`src/include/vanilla_sb_defines.svh`:
```
`ifndef VANILLA_SB_DEFINES_SVH
`define VANILLA_SB_DEFINES_SVH

// region encodings, matched against the top bits of the effective address
// dram is top bit 1
`define sb_region_dram 1'b1
// global is top bits 01
`define sb_region_global 2'b01
// group is top bits 001
`define sb_region_group 3'b001

// pending bit positions within one scoreboard entry
`define sb_bit_long 2'd3
`define sb_bit_dram 2'd2
`define sb_bit_global 2'd1
`define sb_bit_group 2'd0

`endif

```
`src/rtl/vanilla_sb_pkg.sv`:
```
package vanilla_sb_pkg;

  // datapath and register file sizes
  localparam int data_width = 32;
  localparam int reg_addr_width = 5;
  localparam int reg_els = 32;
  localparam int imm_width = 12;

  // pending bits kept per register
  localparam int sb_bits = 4;

  // iteration counter width of the divider
  localparam int div_cnt_width = $clog2(data_width);

  typedef logic [data_width-1:0] data_t;
  typedef logic [reg_addr_width-1:0] reg_addr_t;
  typedef logic [sb_bits-1:0] sb_entry_t;
  typedef logic [imm_width-1:0] imm_t;

  // index of one pending bit inside an entry
  typedef logic [$clog2(sb_bits)-1:0] sb_bit_t;

  // class of the op sitting in the issue slot
  typedef enum logic [2:0] {
    op_alu,
    op_load,
    op_amo,
    op_flw,
    op_idiv,
    op_fdiv,
    op_fsqrt,
    op_nop
  } op_class_e;

  typedef enum logic [1:0] {
    div_idle,
    div_busy,
    div_done
  } div_state_e;

endpackage

```
`src/rtl/sb_set_if.sv`:
```
`timescale 1ns/1ps

// one scoreboard set request per issued instruction
interface sb_set_if;
  import vanilla_sb_pkg::*;

  logic      set_valid;
  logic      set_float;
  reg_addr_t set_rd;
  sb_bit_t   set_bit;

  modport decoder (
    output set_valid,
    output set_float,
    output set_rd,
    output set_bit
  );

  modport tracker (
    input set_valid,
    input set_float,
    input set_rd,
    input set_bit
  );

endinterface

```
`src/rtl/remote_region_decoder.sv`:
```
`timescale 1ns/1ps
`include "vanilla_sb_defines.svh"

module remote_region_decoder (
  input  logic                      id_issue,
  input  vanilla_sb_pkg::op_class_e id_op,
  input  vanilla_sb_pkg::reg_addr_t id_rd,
  input  vanilla_sb_pkg::data_t     id_rs1_val,
  input  vanilla_sb_pkg::imm_t      id_imm,
  output logic                      req_valid,
  output logic                      req_float,
  output vanilla_sb_pkg::reg_addr_t req_rd,
  output vanilla_sb_pkg::data_t     req_addr,
  sb_set_if.decoder                 sb_set
);
  import vanilla_sb_pkg::*;

  data_t   eff_addr;
  logic    in_dram;
  logic    in_global;
  logic    in_group;
  logic    int_mem_op;
  logic    float_mem_op;
  logic    long_op;
  logic    float_dest;
  logic    mem_remote;
  sb_bit_t set_bit;

  // rs1 plus sign-extended immediate
  assign eff_addr = id_rs1_val + {{(data_width-imm_width){id_imm[imm_width-1]}}, id_imm};

  // regions are disjoint, anything else is local memory
  assign in_dram = (eff_addr[data_width-1] == `sb_region_dram);
  assign in_global = (eff_addr[data_width-1 -: 2] == `sb_region_global);
  assign in_group = (eff_addr[data_width-1 -: 3] == `sb_region_group);

  assign int_mem_op = (id_op == op_load) || (id_op == op_amo);
  assign float_mem_op = (id_op == op_flw);
  assign long_op = (id_op == op_idiv) || (id_op == op_fdiv) || (id_op == op_fsqrt);
  assign float_dest = float_mem_op || (id_op == op_fdiv) || (id_op == op_fsqrt);
  assign mem_remote = (int_mem_op | float_mem_op) & (in_dram | in_global | in_group);

  // remote request leaves in the issue cycle
  assign req_valid = id_issue & mem_remote;
  assign req_float = float_mem_op;
  assign req_rd = id_rd;
  assign req_addr = eff_addr;

  // long-latency first, then dram, global, group
  always_comb begin
    if (long_op) begin
      set_bit = `sb_bit_long;
    end else if (in_dram) begin
      set_bit = `sb_bit_dram;
    end else if (in_global) begin
      set_bit = `sb_bit_global;
    end else begin
      set_bit = `sb_bit_group;
    end
  end

  // int x0 is never tracked
  assign sb_set.set_valid = id_issue & (long_op | mem_remote) & (float_dest | (id_rd != '0));
  assign sb_set.set_float = float_dest;
  assign sb_set.set_rd = id_rd;
  assign sb_set.set_bit = set_bit;

endmodule

```
`src/rtl/scoreboard_tracker.sv`:
```
`timescale 1ns/1ps

module scoreboard_tracker (
  input  logic                      clk_i,
  input  logic                      reset_i,
  sb_set_if.tracker                 sb_set,
  input  logic                      resp_valid,
  input  logic                      resp_float,
  input  vanilla_sb_pkg::reg_addr_t resp_rd,
  input  logic                      div_done,
  input  vanilla_sb_pkg::reg_addr_t div_rd,
  input  logic                      fpu_done,
  input  vanilla_sb_pkg::reg_addr_t fpu_done_rd,
  output vanilla_sb_pkg::sb_entry_t [vanilla_sb_pkg::reg_els-1:0] int_sb,
  output vanilla_sb_pkg::sb_entry_t [vanilla_sb_pkg::reg_els-1:0] float_sb,
  output logic                      div_ack
);
  import vanilla_sb_pkg::*;

  sb_entry_t [reg_els-1:0] int_sb_r;
  sb_entry_t [reg_els-1:0] float_sb_r;

  logic      int_resp;
  logic      float_resp;
  logic      int_clear;
  logic      float_clear;
  reg_addr_t int_clear_rd;
  reg_addr_t float_clear_rd;

  assign int_resp = resp_valid & ~resp_float;
  assign float_resp = resp_valid & resp_float;

  // response beats the divider, the divider holds its result
  assign div_ack = div_done & ~int_resp;

  assign int_clear = int_resp | div_done;
  assign int_clear_rd = int_resp ? resp_rd : div_rd;

  // a colliding fpu_done is simply lost
  assign float_clear = float_resp | fpu_done;
  assign float_clear_rd = float_resp ? resp_rd : fpu_done_rd;

  always_ff @(posedge clk_i) begin
    if (reset_i) begin
      int_sb_r <= '0;
      float_sb_r <= '0;
    end else begin
      if (sb_set.set_valid) begin
        if (sb_set.set_float) begin
          float_sb_r[sb_set.set_rd][sb_set.set_bit] <= 1'b1;
        end else begin
          int_sb_r[sb_set.set_rd][sb_set.set_bit] <= 1'b1;
        end
      end

      // clears come last so they override a set to the same register
      if (int_clear) begin
        int_sb_r[int_clear_rd] <= '0;
      end
      if (float_clear) begin
        float_sb_r[float_clear_rd] <= '0;
      end
    end
  end

  assign int_sb = int_sb_r;
  assign float_sb = float_sb_r;

endmodule

```
`src/rtl/hazard_check.sv`:
```
`timescale 1ns/1ps

module hazard_check (
  input  logic                      id_valid,
  input  vanilla_sb_pkg::op_class_e id_op,
  input  vanilla_sb_pkg::reg_addr_t id_rd,
  input  vanilla_sb_pkg::reg_addr_t id_rs1,
  input  vanilla_sb_pkg::reg_addr_t id_rs2,
  input  vanilla_sb_pkg::sb_entry_t [vanilla_sb_pkg::reg_els-1:0] int_sb,
  input  vanilla_sb_pkg::sb_entry_t [vanilla_sb_pkg::reg_els-1:0] float_sb,
  input  logic                      div_busy,
  output logic                      stall
);
  import vanilla_sb_pkg::*;

  logic rs1_int;
  logic rs2_int;
  logic rd_int;
  logic rs1_float;
  logic rs2_float;
  logic rd_float;
  logic int_hit;
  logic float_hit;

  // which file each operand lives in
  always_comb begin
    rs1_int = 1'b0;
    rs2_int = 1'b0;
    rd_int = 1'b0;
    rs1_float = 1'b0;
    rs2_float = 1'b0;
    rd_float = 1'b0;
    unique case (id_op)
      op_alu, op_amo, op_idiv: begin
        rs1_int = 1'b1;
        rs2_int = 1'b1;
        rd_int = 1'b1;
      end
      op_load: begin
        rs1_int = 1'b1;
        rd_int = 1'b1;
      end
      op_flw: begin
        rs1_int = 1'b1;
        rd_float = 1'b1;
      end
      op_fdiv: begin
        rs1_float = 1'b1;
        rs2_float = 1'b1;
        rd_float = 1'b1;
      end
      op_fsqrt: begin
        rs1_float = 1'b1;
        rd_float = 1'b1;
      end
      default: begin
      end
    endcase
  end

  // int x0 never counts as pending
  assign int_hit = (rs1_int & (id_rs1 != '0) & (int_sb[id_rs1] != '0))
                 | (rs2_int & (id_rs2 != '0) & (int_sb[id_rs2] != '0))
                 | (rd_int & (id_rd != '0) & (int_sb[id_rd] != '0));

  assign float_hit = (rs1_float & (float_sb[id_rs1] != '0))
                   | (rs2_float & (float_sb[id_rs2] != '0))
                   | (rd_float & (float_sb[id_rd] != '0));

  assign stall = id_valid & (int_hit | float_hit | ((id_op == op_idiv) & div_busy));

endmodule

```
`src/rtl/idiv_unit.sv`:
```
`timescale 1ns/1ps

module idiv_unit (
  input  logic                      clk_i,
  input  logic                      reset_i,
  input  logic                      start,
  input  vanilla_sb_pkg::reg_addr_t start_rd,
  input  vanilla_sb_pkg::data_t     dividend,
  input  vanilla_sb_pkg::data_t     divisor,
  input  logic                      ack,
  output logic                      busy,
  output logic                      done,
  output vanilla_sb_pkg::reg_addr_t done_rd,
  output vanilla_sb_pkg::data_t     quotient
);
  import vanilla_sb_pkg::*;

  div_state_e               state_r;
  logic [div_cnt_width-1:0] cnt_r;

  // partial remainder, shifting quotient and operand
  data_t     rem_r;
  data_t     quot_r;
  data_t     divisor_r;
  reg_addr_t rd_r;

  logic [data_width:0] rem_shift;
  logic [data_width:0] diff;
  logic                sub_ok;

  assign rem_shift = {rem_r, quot_r[data_width-1]};
  assign diff = rem_shift - {1'b0, divisor_r};
  // zero divisor always subtracts, so the quotient ends all ones
  assign sub_ok = ~diff[data_width];

  always_ff @(posedge clk_i) begin
    if (reset_i) begin
      state_r <= div_idle;
      cnt_r <= '0;
    end else begin
      unique case (state_r)
        div_idle: begin
          if (start) begin
            state_r <= div_busy;
            cnt_r <= '0;
          end
        end
        div_busy: begin
          cnt_r <= cnt_r + 1'b1;
          if (cnt_r == '1) begin
            state_r <= div_done;
          end
        end
        div_done: begin
          if (ack) begin
            state_r <= div_idle;
          end
        end
        default: begin
          state_r <= div_idle;
        end
      endcase
    end
  end

  always_ff @(posedge clk_i) begin
    if ((state_r == div_idle) && start) begin
      rem_r <= '0;
      quot_r <= dividend;
      divisor_r <= divisor;
      rd_r <= start_rd;
    end else if (state_r == div_busy) begin
      // one quotient bit per cycle, msb first
      rem_r <= sub_ok ? diff[data_width-1:0] : rem_shift[data_width-1:0];
      quot_r <= {quot_r[data_width-2:0], sub_ok};
    end
  end

  assign busy = (state_r != div_idle);
  assign done = (state_r == div_done);
  assign done_rd = rd_r;
  assign quotient = quot_r;

endmodule

```
`src/rtl/vanilla_sb_top.sv`:
```
`timescale 1ns/1ps

module vanilla_sb_top (
  input  logic                      clk_i,
  input  logic                      reset_i,
  input  logic                      flush_i,
  input  logic                      id_valid_i,
  input  vanilla_sb_pkg::op_class_e id_op_i,
  input  vanilla_sb_pkg::reg_addr_t id_rd_i,
  input  vanilla_sb_pkg::reg_addr_t id_rs1_i,
  input  vanilla_sb_pkg::reg_addr_t id_rs2_i,
  input  vanilla_sb_pkg::data_t     id_rs1_val_i,
  input  vanilla_sb_pkg::data_t     id_rs2_val_i,
  input  vanilla_sb_pkg::imm_t      id_imm_i,
  input  logic                      resp_valid_i,
  input  logic                      resp_float_i,
  input  vanilla_sb_pkg::reg_addr_t resp_rd_i,
  input  logic                      fpu_done_i,
  input  vanilla_sb_pkg::reg_addr_t fpu_done_rd_i,
  output logic                      stall_o,
  output logic                      remote_req_valid_o,
  output logic                      remote_req_float_o,
  output vanilla_sb_pkg::reg_addr_t remote_req_rd_o,
  output vanilla_sb_pkg::data_t     remote_req_addr_o,
  output logic                      div_wb_valid_o,
  output vanilla_sb_pkg::reg_addr_t div_wb_rd_o,
  output vanilla_sb_pkg::data_t     div_wb_quot_o,
  output vanilla_sb_pkg::sb_entry_t [vanilla_sb_pkg::reg_els-1:0] int_sb_o,
  output vanilla_sb_pkg::sb_entry_t [vanilla_sb_pkg::reg_els-1:0] float_sb_o
);
  import vanilla_sb_pkg::*;

  logic div_busy;
  logic div_ack;

  // the slot issues when valid, not flushed and not stalled
  wire id_issue = id_valid_i & ~flush_i & ~stall_o;
  wire div_start = id_issue & (id_op_i == op_idiv);

  sb_set_if set_bus ();

  remote_region_decoder decoder_i (
    .id_issue   (id_issue),
    .id_op      (id_op_i),
    .id_rd      (id_rd_i),
    .id_rs1_val (id_rs1_val_i),
    .id_imm     (id_imm_i),
    .req_valid  (remote_req_valid_o),
    .req_float  (remote_req_float_o),
    .req_rd     (remote_req_rd_o),
    .req_addr   (remote_req_addr_o),
    .sb_set     (set_bus.decoder)
  );

  scoreboard_tracker tracker_i (
    .clk_i       (clk_i),
    .reset_i     (reset_i),
    .sb_set      (set_bus.tracker),
    .resp_valid  (resp_valid_i),
    .resp_float  (resp_float_i),
    .resp_rd     (resp_rd_i),
    .div_done    (div_wb_valid_o),
    .div_rd      (div_wb_rd_o),
    .fpu_done    (fpu_done_i),
    .fpu_done_rd (fpu_done_rd_i),
    .int_sb      (int_sb_o),
    .float_sb    (float_sb_o),
    .div_ack     (div_ack)
  );

  hazard_check hazard_i (
    .id_valid (id_valid_i),
    .id_op    (id_op_i),
    .id_rd    (id_rd_i),
    .id_rs1   (id_rs1_i),
    .id_rs2   (id_rs2_i),
    .int_sb   (int_sb_o),
    .float_sb (float_sb_o),
    .div_busy (div_busy),
    .stall    (stall_o)
  );

  idiv_unit idiv_i (
    .clk_i    (clk_i),
    .reset_i  (reset_i),
    .start    (div_start),
    .start_rd (id_rd_i),
    .dividend (id_rs1_val_i),
    .divisor  (id_rs2_val_i),
    .ack      (div_ack),
    .busy     (div_busy),
    .done     (div_wb_valid_o),
    .done_rd  (div_wb_rd_o),
    .quotient (div_wb_quot_o)
  );

endmodule

```
`config.mk`:
```
export PLATFORM = sky130hd
export DESIGN_NAME = vanilla_sb_top
export DESIGN_NICKNAME = d
export VERILOG_FILES = /design/src/rtl/vanilla_sb_pkg.sv /design/src/rtl/sb_set_if.sv /design/src/rtl/remote_region_decoder.sv /design/src/rtl/scoreboard_tracker.sv /design/src/rtl/hazard_check.sv /design/src/rtl/idiv_unit.sv /design/src/rtl/vanilla_sb_top.sv
export VERILOG_INCLUDE_DIRS = /design/src /design/src/include
export SDC_FILE = /design/constraint.sdc
export NUM_CORES = 1
export LEC_CHECK = 0
export BUFFER_PORTS_ARGS = -buffer_cell sky130_fd_sc_hd__buf_2
export CORE_MARGIN = 3
export CORE_UTILIZATION = 45
export CTS_CLUSTER_SIZE = 12
export DETAILED_ROUTE_END_ITERATION = 12
export PLACE_DENSITY = 0.75
export SETUP_SLACK_MARGIN = 0.02
export SYNTH_ARGS = -nofsm -noshare
export SYNTH_HDL_FRONTEND = slang
export SYNTH_HIERARCHICAL = 1
export SYNTH_SLANG_ARGS = --single-unit
```
`constraint.sdc`:
```
create_clock -name clk_i -period 12.8 [get_ports clk_i]
set_input_delay 2.56 -clock clk_i [delete_from_list [all_inputs] [get_ports clk_i]]
set_output_delay 2.56 -clock clk_i [all_outputs]
set_load 0.005 [all_outputs]
```
* Word-level counts from Yosys, hierarchy flattened *
Cells that the tools add are included.

word-level totals
  bits in registers = 364
  input port bits = 111
  output and inout port bits = 334
  logic and storage cells = 221

cells by class
  add/sub/neg operators = 3
  magnitude comparators = 10
  equality and inequality tests = 14
  mux-type cells = 48
  bitwise operators = 45
  reductions and logical operators = 31

operators with widths
  cell                count
  $mux 128            8
  $and 128x128->128   2
  $not 128->128       2
  $or 128x128->128    2
  $bmux 4 s5          6
  $mux 32             3
  $demux 4 s5         3
  $mux 4              9
  $sub 33x32->33      1
  $add 32x32->32      1
  $lt 5x6->1 const B  5
  $reduce_bool 4->1   6
  $and 1x1->1         21
  $ge 5x1->1 const B  3
  $mux 5              3
  $reduce_bool 5->1   3
  $or 1x1->1          13
  $mux 2              5
  $pmux 5 s2          1
  $eq 3x3->1 const B  3
  $mux 1              8
  $eq 3x1->1 const B  2
  $eq 3x2->1 const B  2
  $pmux 2 s3          1
  other kinds (21)    38

* Longest topological paths before layout *
  depth in word-level cells = 18
  depth in mapped cells = 18
  mapped depth without buffers = 16

* By module *
The synthesis kept the hierarchy.

by module, submodules not included
  module                 times used  cells an instance  area each (um^2)
  scoreboard_tracker     1           998                9552.9
  idiv_unit              1           649                6148.4
  hazard_check           1           282                2417.3
  remote_region_decoder  1           259                1840.5
  vanilla_sb_top         1           3                  22.5

* Least setup slack after synthesis *
No wires, ideal clock.

  kind = input to output
  from = input id_rs2_i[1]
  to = output remote_req_valid_o
  arrival time = 4.905 ns
  required time = 10.240 ns
  setup slack = 5.335 ns
  stages on the path = 11
  buffers on the path = 2
  cells stage by stage = buf_2 clkbuf_1 mux4_2 a2111o_1 o22ai_1 o32ai_1 nor4bb_1 o2111ai_1 nor3b_2 o211ai_1 a31oi_1

between the ends
  word-level cells in the longest chain between the ends = 12
  elaborated cells between the ends (all ways) = 20
  those cells by class = mux: 4; bitwise: 13; reduce/logical: 3

ends and longest elaborated chain
  item                                  line                                    RTL
  start: declaration                    vanilla_sb_top.sv:11                    input vanilla_sb_pkg::reg_addr_t id_rs2_i,
  $bmux 4 s5 (on tied branches)         hazard_check.sv:63, hazard_check.sv:67
  $mux 4 (on tied branches)             hazard_check.sv:63, hazard_check.sv:67
  $reduce_bool 4->1 (on tied branches)  hazard_check.sv:63, hazard_check.sv:67
  $and 1x1->1 (on tied branches)        hazard_check.sv:63, hazard_check.sv:67
  $or 1x1->1 (on tied branches)         hazard_check.sv:63, hazard_check.sv:67
  $or 1x1->1 (on tied branches)         hazard_check.sv:64, hazard_check.sv:68
  $or 1x1->1 * (2 in a row)             hazard_check.sv:70                      assign stall = id_valid & (int_hit | float_hit | ((id_op == op_idiv) & div_busy));
  $and 1x1->1 *                         hazard_check.sv:70
  via stall_o                           vanilla_sb_top.sv:20                    output logic stall_o,
  $not 1->1 *                           vanilla_sb_top.sv:37                    wire id_issue = id_valid_i & ~flush_i & ~stall_o;
  $and 1x1->1 *                         vanilla_sb_top.sv:37
  via id_issue                          vanilla_sb_top.sv:37
  $and 1x1->1 *                         remote_region_decoder.sv:44             assign req_valid = id_issue & mem_remote;
  end: declaration                      vanilla_sb_top.sv:21                    output logic remote_req_valid_o,

Mark *: on every way through the listed nets, which the timed path passes. The rest lies on a longest branch. The select of a mux whose other input is x is not followed.

* Final worst setup path *
  from = input id_rs2_i[0]
  to = output remote_req_valid_o

between the ends
  word-level cells in the longest chain between the ends = 12
  elaborated cells between the ends (all ways) = 20
  those cells by class = mux: 4; bitwise: 13; reduce/logical: 3

ends and longest elaborated chain
  item                                  line
  $bmux 4 s5 (on tied branches)         hazard_check.sv:63, hazard_check.sv:67
  $mux 4 (on tied branches)             hazard_check.sv:63, hazard_check.sv:67
  $reduce_bool 4->1 (on tied branches)  hazard_check.sv:63, hazard_check.sv:67
  $and 1x1->1 (on tied branches)        hazard_check.sv:63, hazard_check.sv:67
  $or 1x1->1 (on tied branches)         hazard_check.sv:63, hazard_check.sv:67
  $or 1x1->1 (on tied branches)         hazard_check.sv:64, hazard_check.sv:68
  $or 1x1->1 * (2 in a row)             hazard_check.sv:70
  $and 1x1->1 *                         hazard_check.sv:70
  $not 1->1 *                           vanilla_sb_top.sv:37
  $and 1x1->1 *                         vanilla_sb_top.sv:37
  via id_issue                          vanilla_sb_top.sv:37
  $and 1x1->1 *                         remote_region_decoder.sv:44

Marks and branches as above.

==> impl_metrics.env <==
export IMPL_ys_top_cells_by_count="nor2_1, a21oi_1, dfxtp_1, nand2_1, edfxtp_1"
export IMPL_critPathKind="in2out"
export IMPL_fp_dieArea_um2=47000
export IMPL_wirelength_um=75700
export IMPL_cts_buffers=41
export IMPL_drt_met1_wl_um=29300
export IMPL_async_flop_share_pct=0
export IMPL_timing_rr_start="tracker_i/float_sb[104]"
export IMPL_place_inst=3126
export IMPL_cts_sinks=364
export IMPL_yosysMostFrequentCell="nor2_1"
export IMPL_root_buffer="clkbuf_16"
export IMPL_muxShareOfSynthArea_pct=6.98
export IMPL_synth_top_family_by_area="compound AO/OA/AOI/OAI gates"
export IMPL_finalNonFillerCells=3207
export IMPL_final_util_pct=54.8
export IMPL_multi_input_area_um2=11100
export IMPL_start_util_pct=46.0
export IMPL_regArea_um2=7980
export IMPL_synth_xor_area_share_pct=2.53
export IMPL_path_cells="buf_2 -> mux4_2 -> a2111o_1 -> o22ai_1 -> o32ai_1 -> nor4bb_1 -> o2111ai_1 -> nor3b_2 -> o211ai_1 -> a31oi_1 -> buf_2"
export IMPL_nets=2762
export IMPL_synth_nets=2369
export IMPL_htree_num_levels=2
export IMPL_yosysSeqAreaShare_pct=39.9
export IMPL_post_route_period_util_pct=63.4
export IMPL_status="finished, final reports clean"
export IMPL_drive_above_1_share_pct=26.6
export IMPL_path_buf_inv=2
export IMPL_synth_area_leaders="dfxtp_1, edfxtp_1, a21oi_1"
export IMPL_p_leak_nw=10.2
export IMPL_yosys_area_share_simple_pct=18.7
export IMPL_core_area_um2=43500
export IMPL_yosysWarnings=6
export IMPL_yosys_area_top_type="dfxtp_1"
export IMPL_syn_area_per_cell_um2=9.12
export IMPL_die_h_um=217
export IMPL_drt_initial_drc_count=2142
export IMPL_whs_ps=477
export IMPL_grt_overflow_total=0
export IMPL_ys_ff_latch=364
export IMPL_synth_top_cell_area_share_pct=29.6
export IMPL_hold_viol=0
export IMPL_drc_errors=0
export IMPL_relSlewSlack_pct=6.84
export IMPL_wl_met3_um=8240
export IMPL_synthAdderAreaFrac_pct=4.32
export IMPL_post_drt_wl_per_cell_um=23.6
export IMPL_finalSetupTns_ps=0
export IMPL_grt_pass1_vias=18600
export IMPL_critPathTopFamily="compound AO/OA/AOI/OAI gates"
export IMPL_ctsResizeCount=0
export IMPL_period_needed_ps=8120
export IMPL_maxSlewViolCount=0
export IMPL_hpwl_um=56300
export IMPL_ys_types=117
export IMPL_ys_flop_type="dfxtp_1"
export IMPL_gp_congestion=0.979
export IMPL_fillers=3941
export IMPL_fmax_mhz=123
export IMPL_worstPathRequired_ps=10240
export IMPL_firstDrtPassIters=6
export IMPL_drv_cap=0
export IMPL_clk_pin_slew_ps=60
export IMPL_cp_start_kind="input pin"
export IMPL_antenna_found_initial=10
export IMPL_r2r_slack_ps=6970
export IMPL_synth_compound_area_share_pct=22.8
export IMPL_met2_length_um=33900
export IMPL_cpMostUsedCell="buf_2"
export IMPL_vias=19700
export IMPL_finalClockSkew_ps=35.8
export IMPL_worstPathArrival_ps=5560
export IMPL_antenna_left=0
export IMPL_worst_pin_slew_ps=1380
export IMPL_pwr_density_cell_nw_per_um2=139
export IMPL_port_buffers=444
export IMPL_max_stage_delay_ps=550
export IMPL_synth_edf_count=69
export IMPL_grt_pass1_wl_um=112000
export IMPL_clockBufferDepth=3
export IMPL_startpoint="id_rs2_i[0]"
export IMPL_area_growth_syn_to_layout_pct=19.1
export IMPL_worstSkewPairLatency_ps=570
export IMPL_holdBufCountCts=0
export IMPL_critPathSlowestCell="mux4_2"
export IMPL_setup_violations=0
export IMPL_dieWidth_um=217
export IMPL_topRoutingLayerUsed="met5"
export IMPL_grt_max_degree=71
export IMPL_rows=76
export IMPL_ir_worst_vdd_mv=0.106
export IMPL_netlist_instances=2191
export IMPL_grt_use_total_pct=30.7
export IMPL_ios=445
export IMPL_routed_via_density=6.16
export IMPL_hp_start="idiv_i/rem_r[14]"
export IMPL_cts_setup_buffers=0
export IMPL_synth_area_um2=20000
export IMPL_cts_tree="built"
export IMPL_critPathMaxFanout=15
export IMPL_rsz0062_at_grt="false"
export IMPL_critPathCaptureType="primary output"
export IMPL_hp_class="reg2reg"
-- report_power, final --
group	internal, mW	switching (mW)
Clock	0.673	0.482
Sequential	1.22	0.0420
Combinational	0.354	0.527
-- worst reg2reg max path: stages (launching register included) --
cell       delay, ps
dfxtp_1          330
nor4_1          1080
mux4_2           460
nor2_1            50
nor4_1           330
o32ai_1          160
nor4bb_1         360
o2111ai_1        190
nor3b_2          340
o31a_1           190
o221ai_1         100
a41oi_1          250
nand2_1          190
nor2_2           820
buf_4            430
a21oi_1          130
a311oi_1         330
-- cells by family after synthesis --
logic type / after synthesis
xor+xnor: 56
simple gates: 791
compound gates: 636
mux: 86
flops: 364
fa+ha+maj: 68
buf+inv: 190
-- metal layers --
metal	GRT usage (%)	up-vias
li1	-	8863
met1	39.1	9477
met2	48.1	1149
met3	8.33	249
met4	14.9	2
met5	0	-
-- cell type report --
type | instances | share of cell area [%]
diodes | 10 | 0.105
clock buffers | 55 | 4.70
clock inverters | 16 | 0.704
inverters | 75 | 1.19
multi-input cells | 1637 | 46.7
flip-flops and latches | 364 | 33.5
well taps | 585 | 3.08
repair buffers | 465 | 10.0
-- state kept, by name, indices dropped and copies added (netlist names) --
name and count:
tracker_i/int_sb 128, idiv_i/quotient 32, idiv_i/done_rd 5, tracker_i/float_sb 128, idiv_i/divisor_r 32, idiv_i/cnt_r 5, idiv_i/state_r 2, idiv_i/rem_r 32
-- path summary, 6_finish.rpt --
kind	to	cells past startpoint
hold / removal	idiv_i/rem_r[14]	2
setup / recovery	remote_req_valid_o	11
hold reg to reg	idiv_i/rem_r[14]	2
setup reg to reg	tracker_i/float_sb[103]	16
-- cell usage in the layout (no fill, tap or decap), drive strengths merged, types with 15 or more instances in the layout --
master,n
buf,465
nor2,353
a21oi,330
dfxtp,295
nand2,172
inv,76
edfxtp,69
o21ai,69
ha,65
nor4,62
clkbuf,55
nand3,45
o31ai,43
xnor2,39
mux4,37
mux2i,36
a31oi,28
nand2b,24
o41ai,24
nor3,23
nor2b,18
a311oi,17
xor2,17
o211ai,16
a211oi,15
-- through the flow --
step	setup slack (ps)	cell area, µm²	power [mW]
floorplan	5340	20000	1.96
global placement	4730	22500	2.12
detailed placement	4720	22500	2.15
CTS	4690	23800	3.30
global route	4530	23800	3.44
finish	4680	23800	3.30
Note: power is estimated with default switching activity, not from simulation.
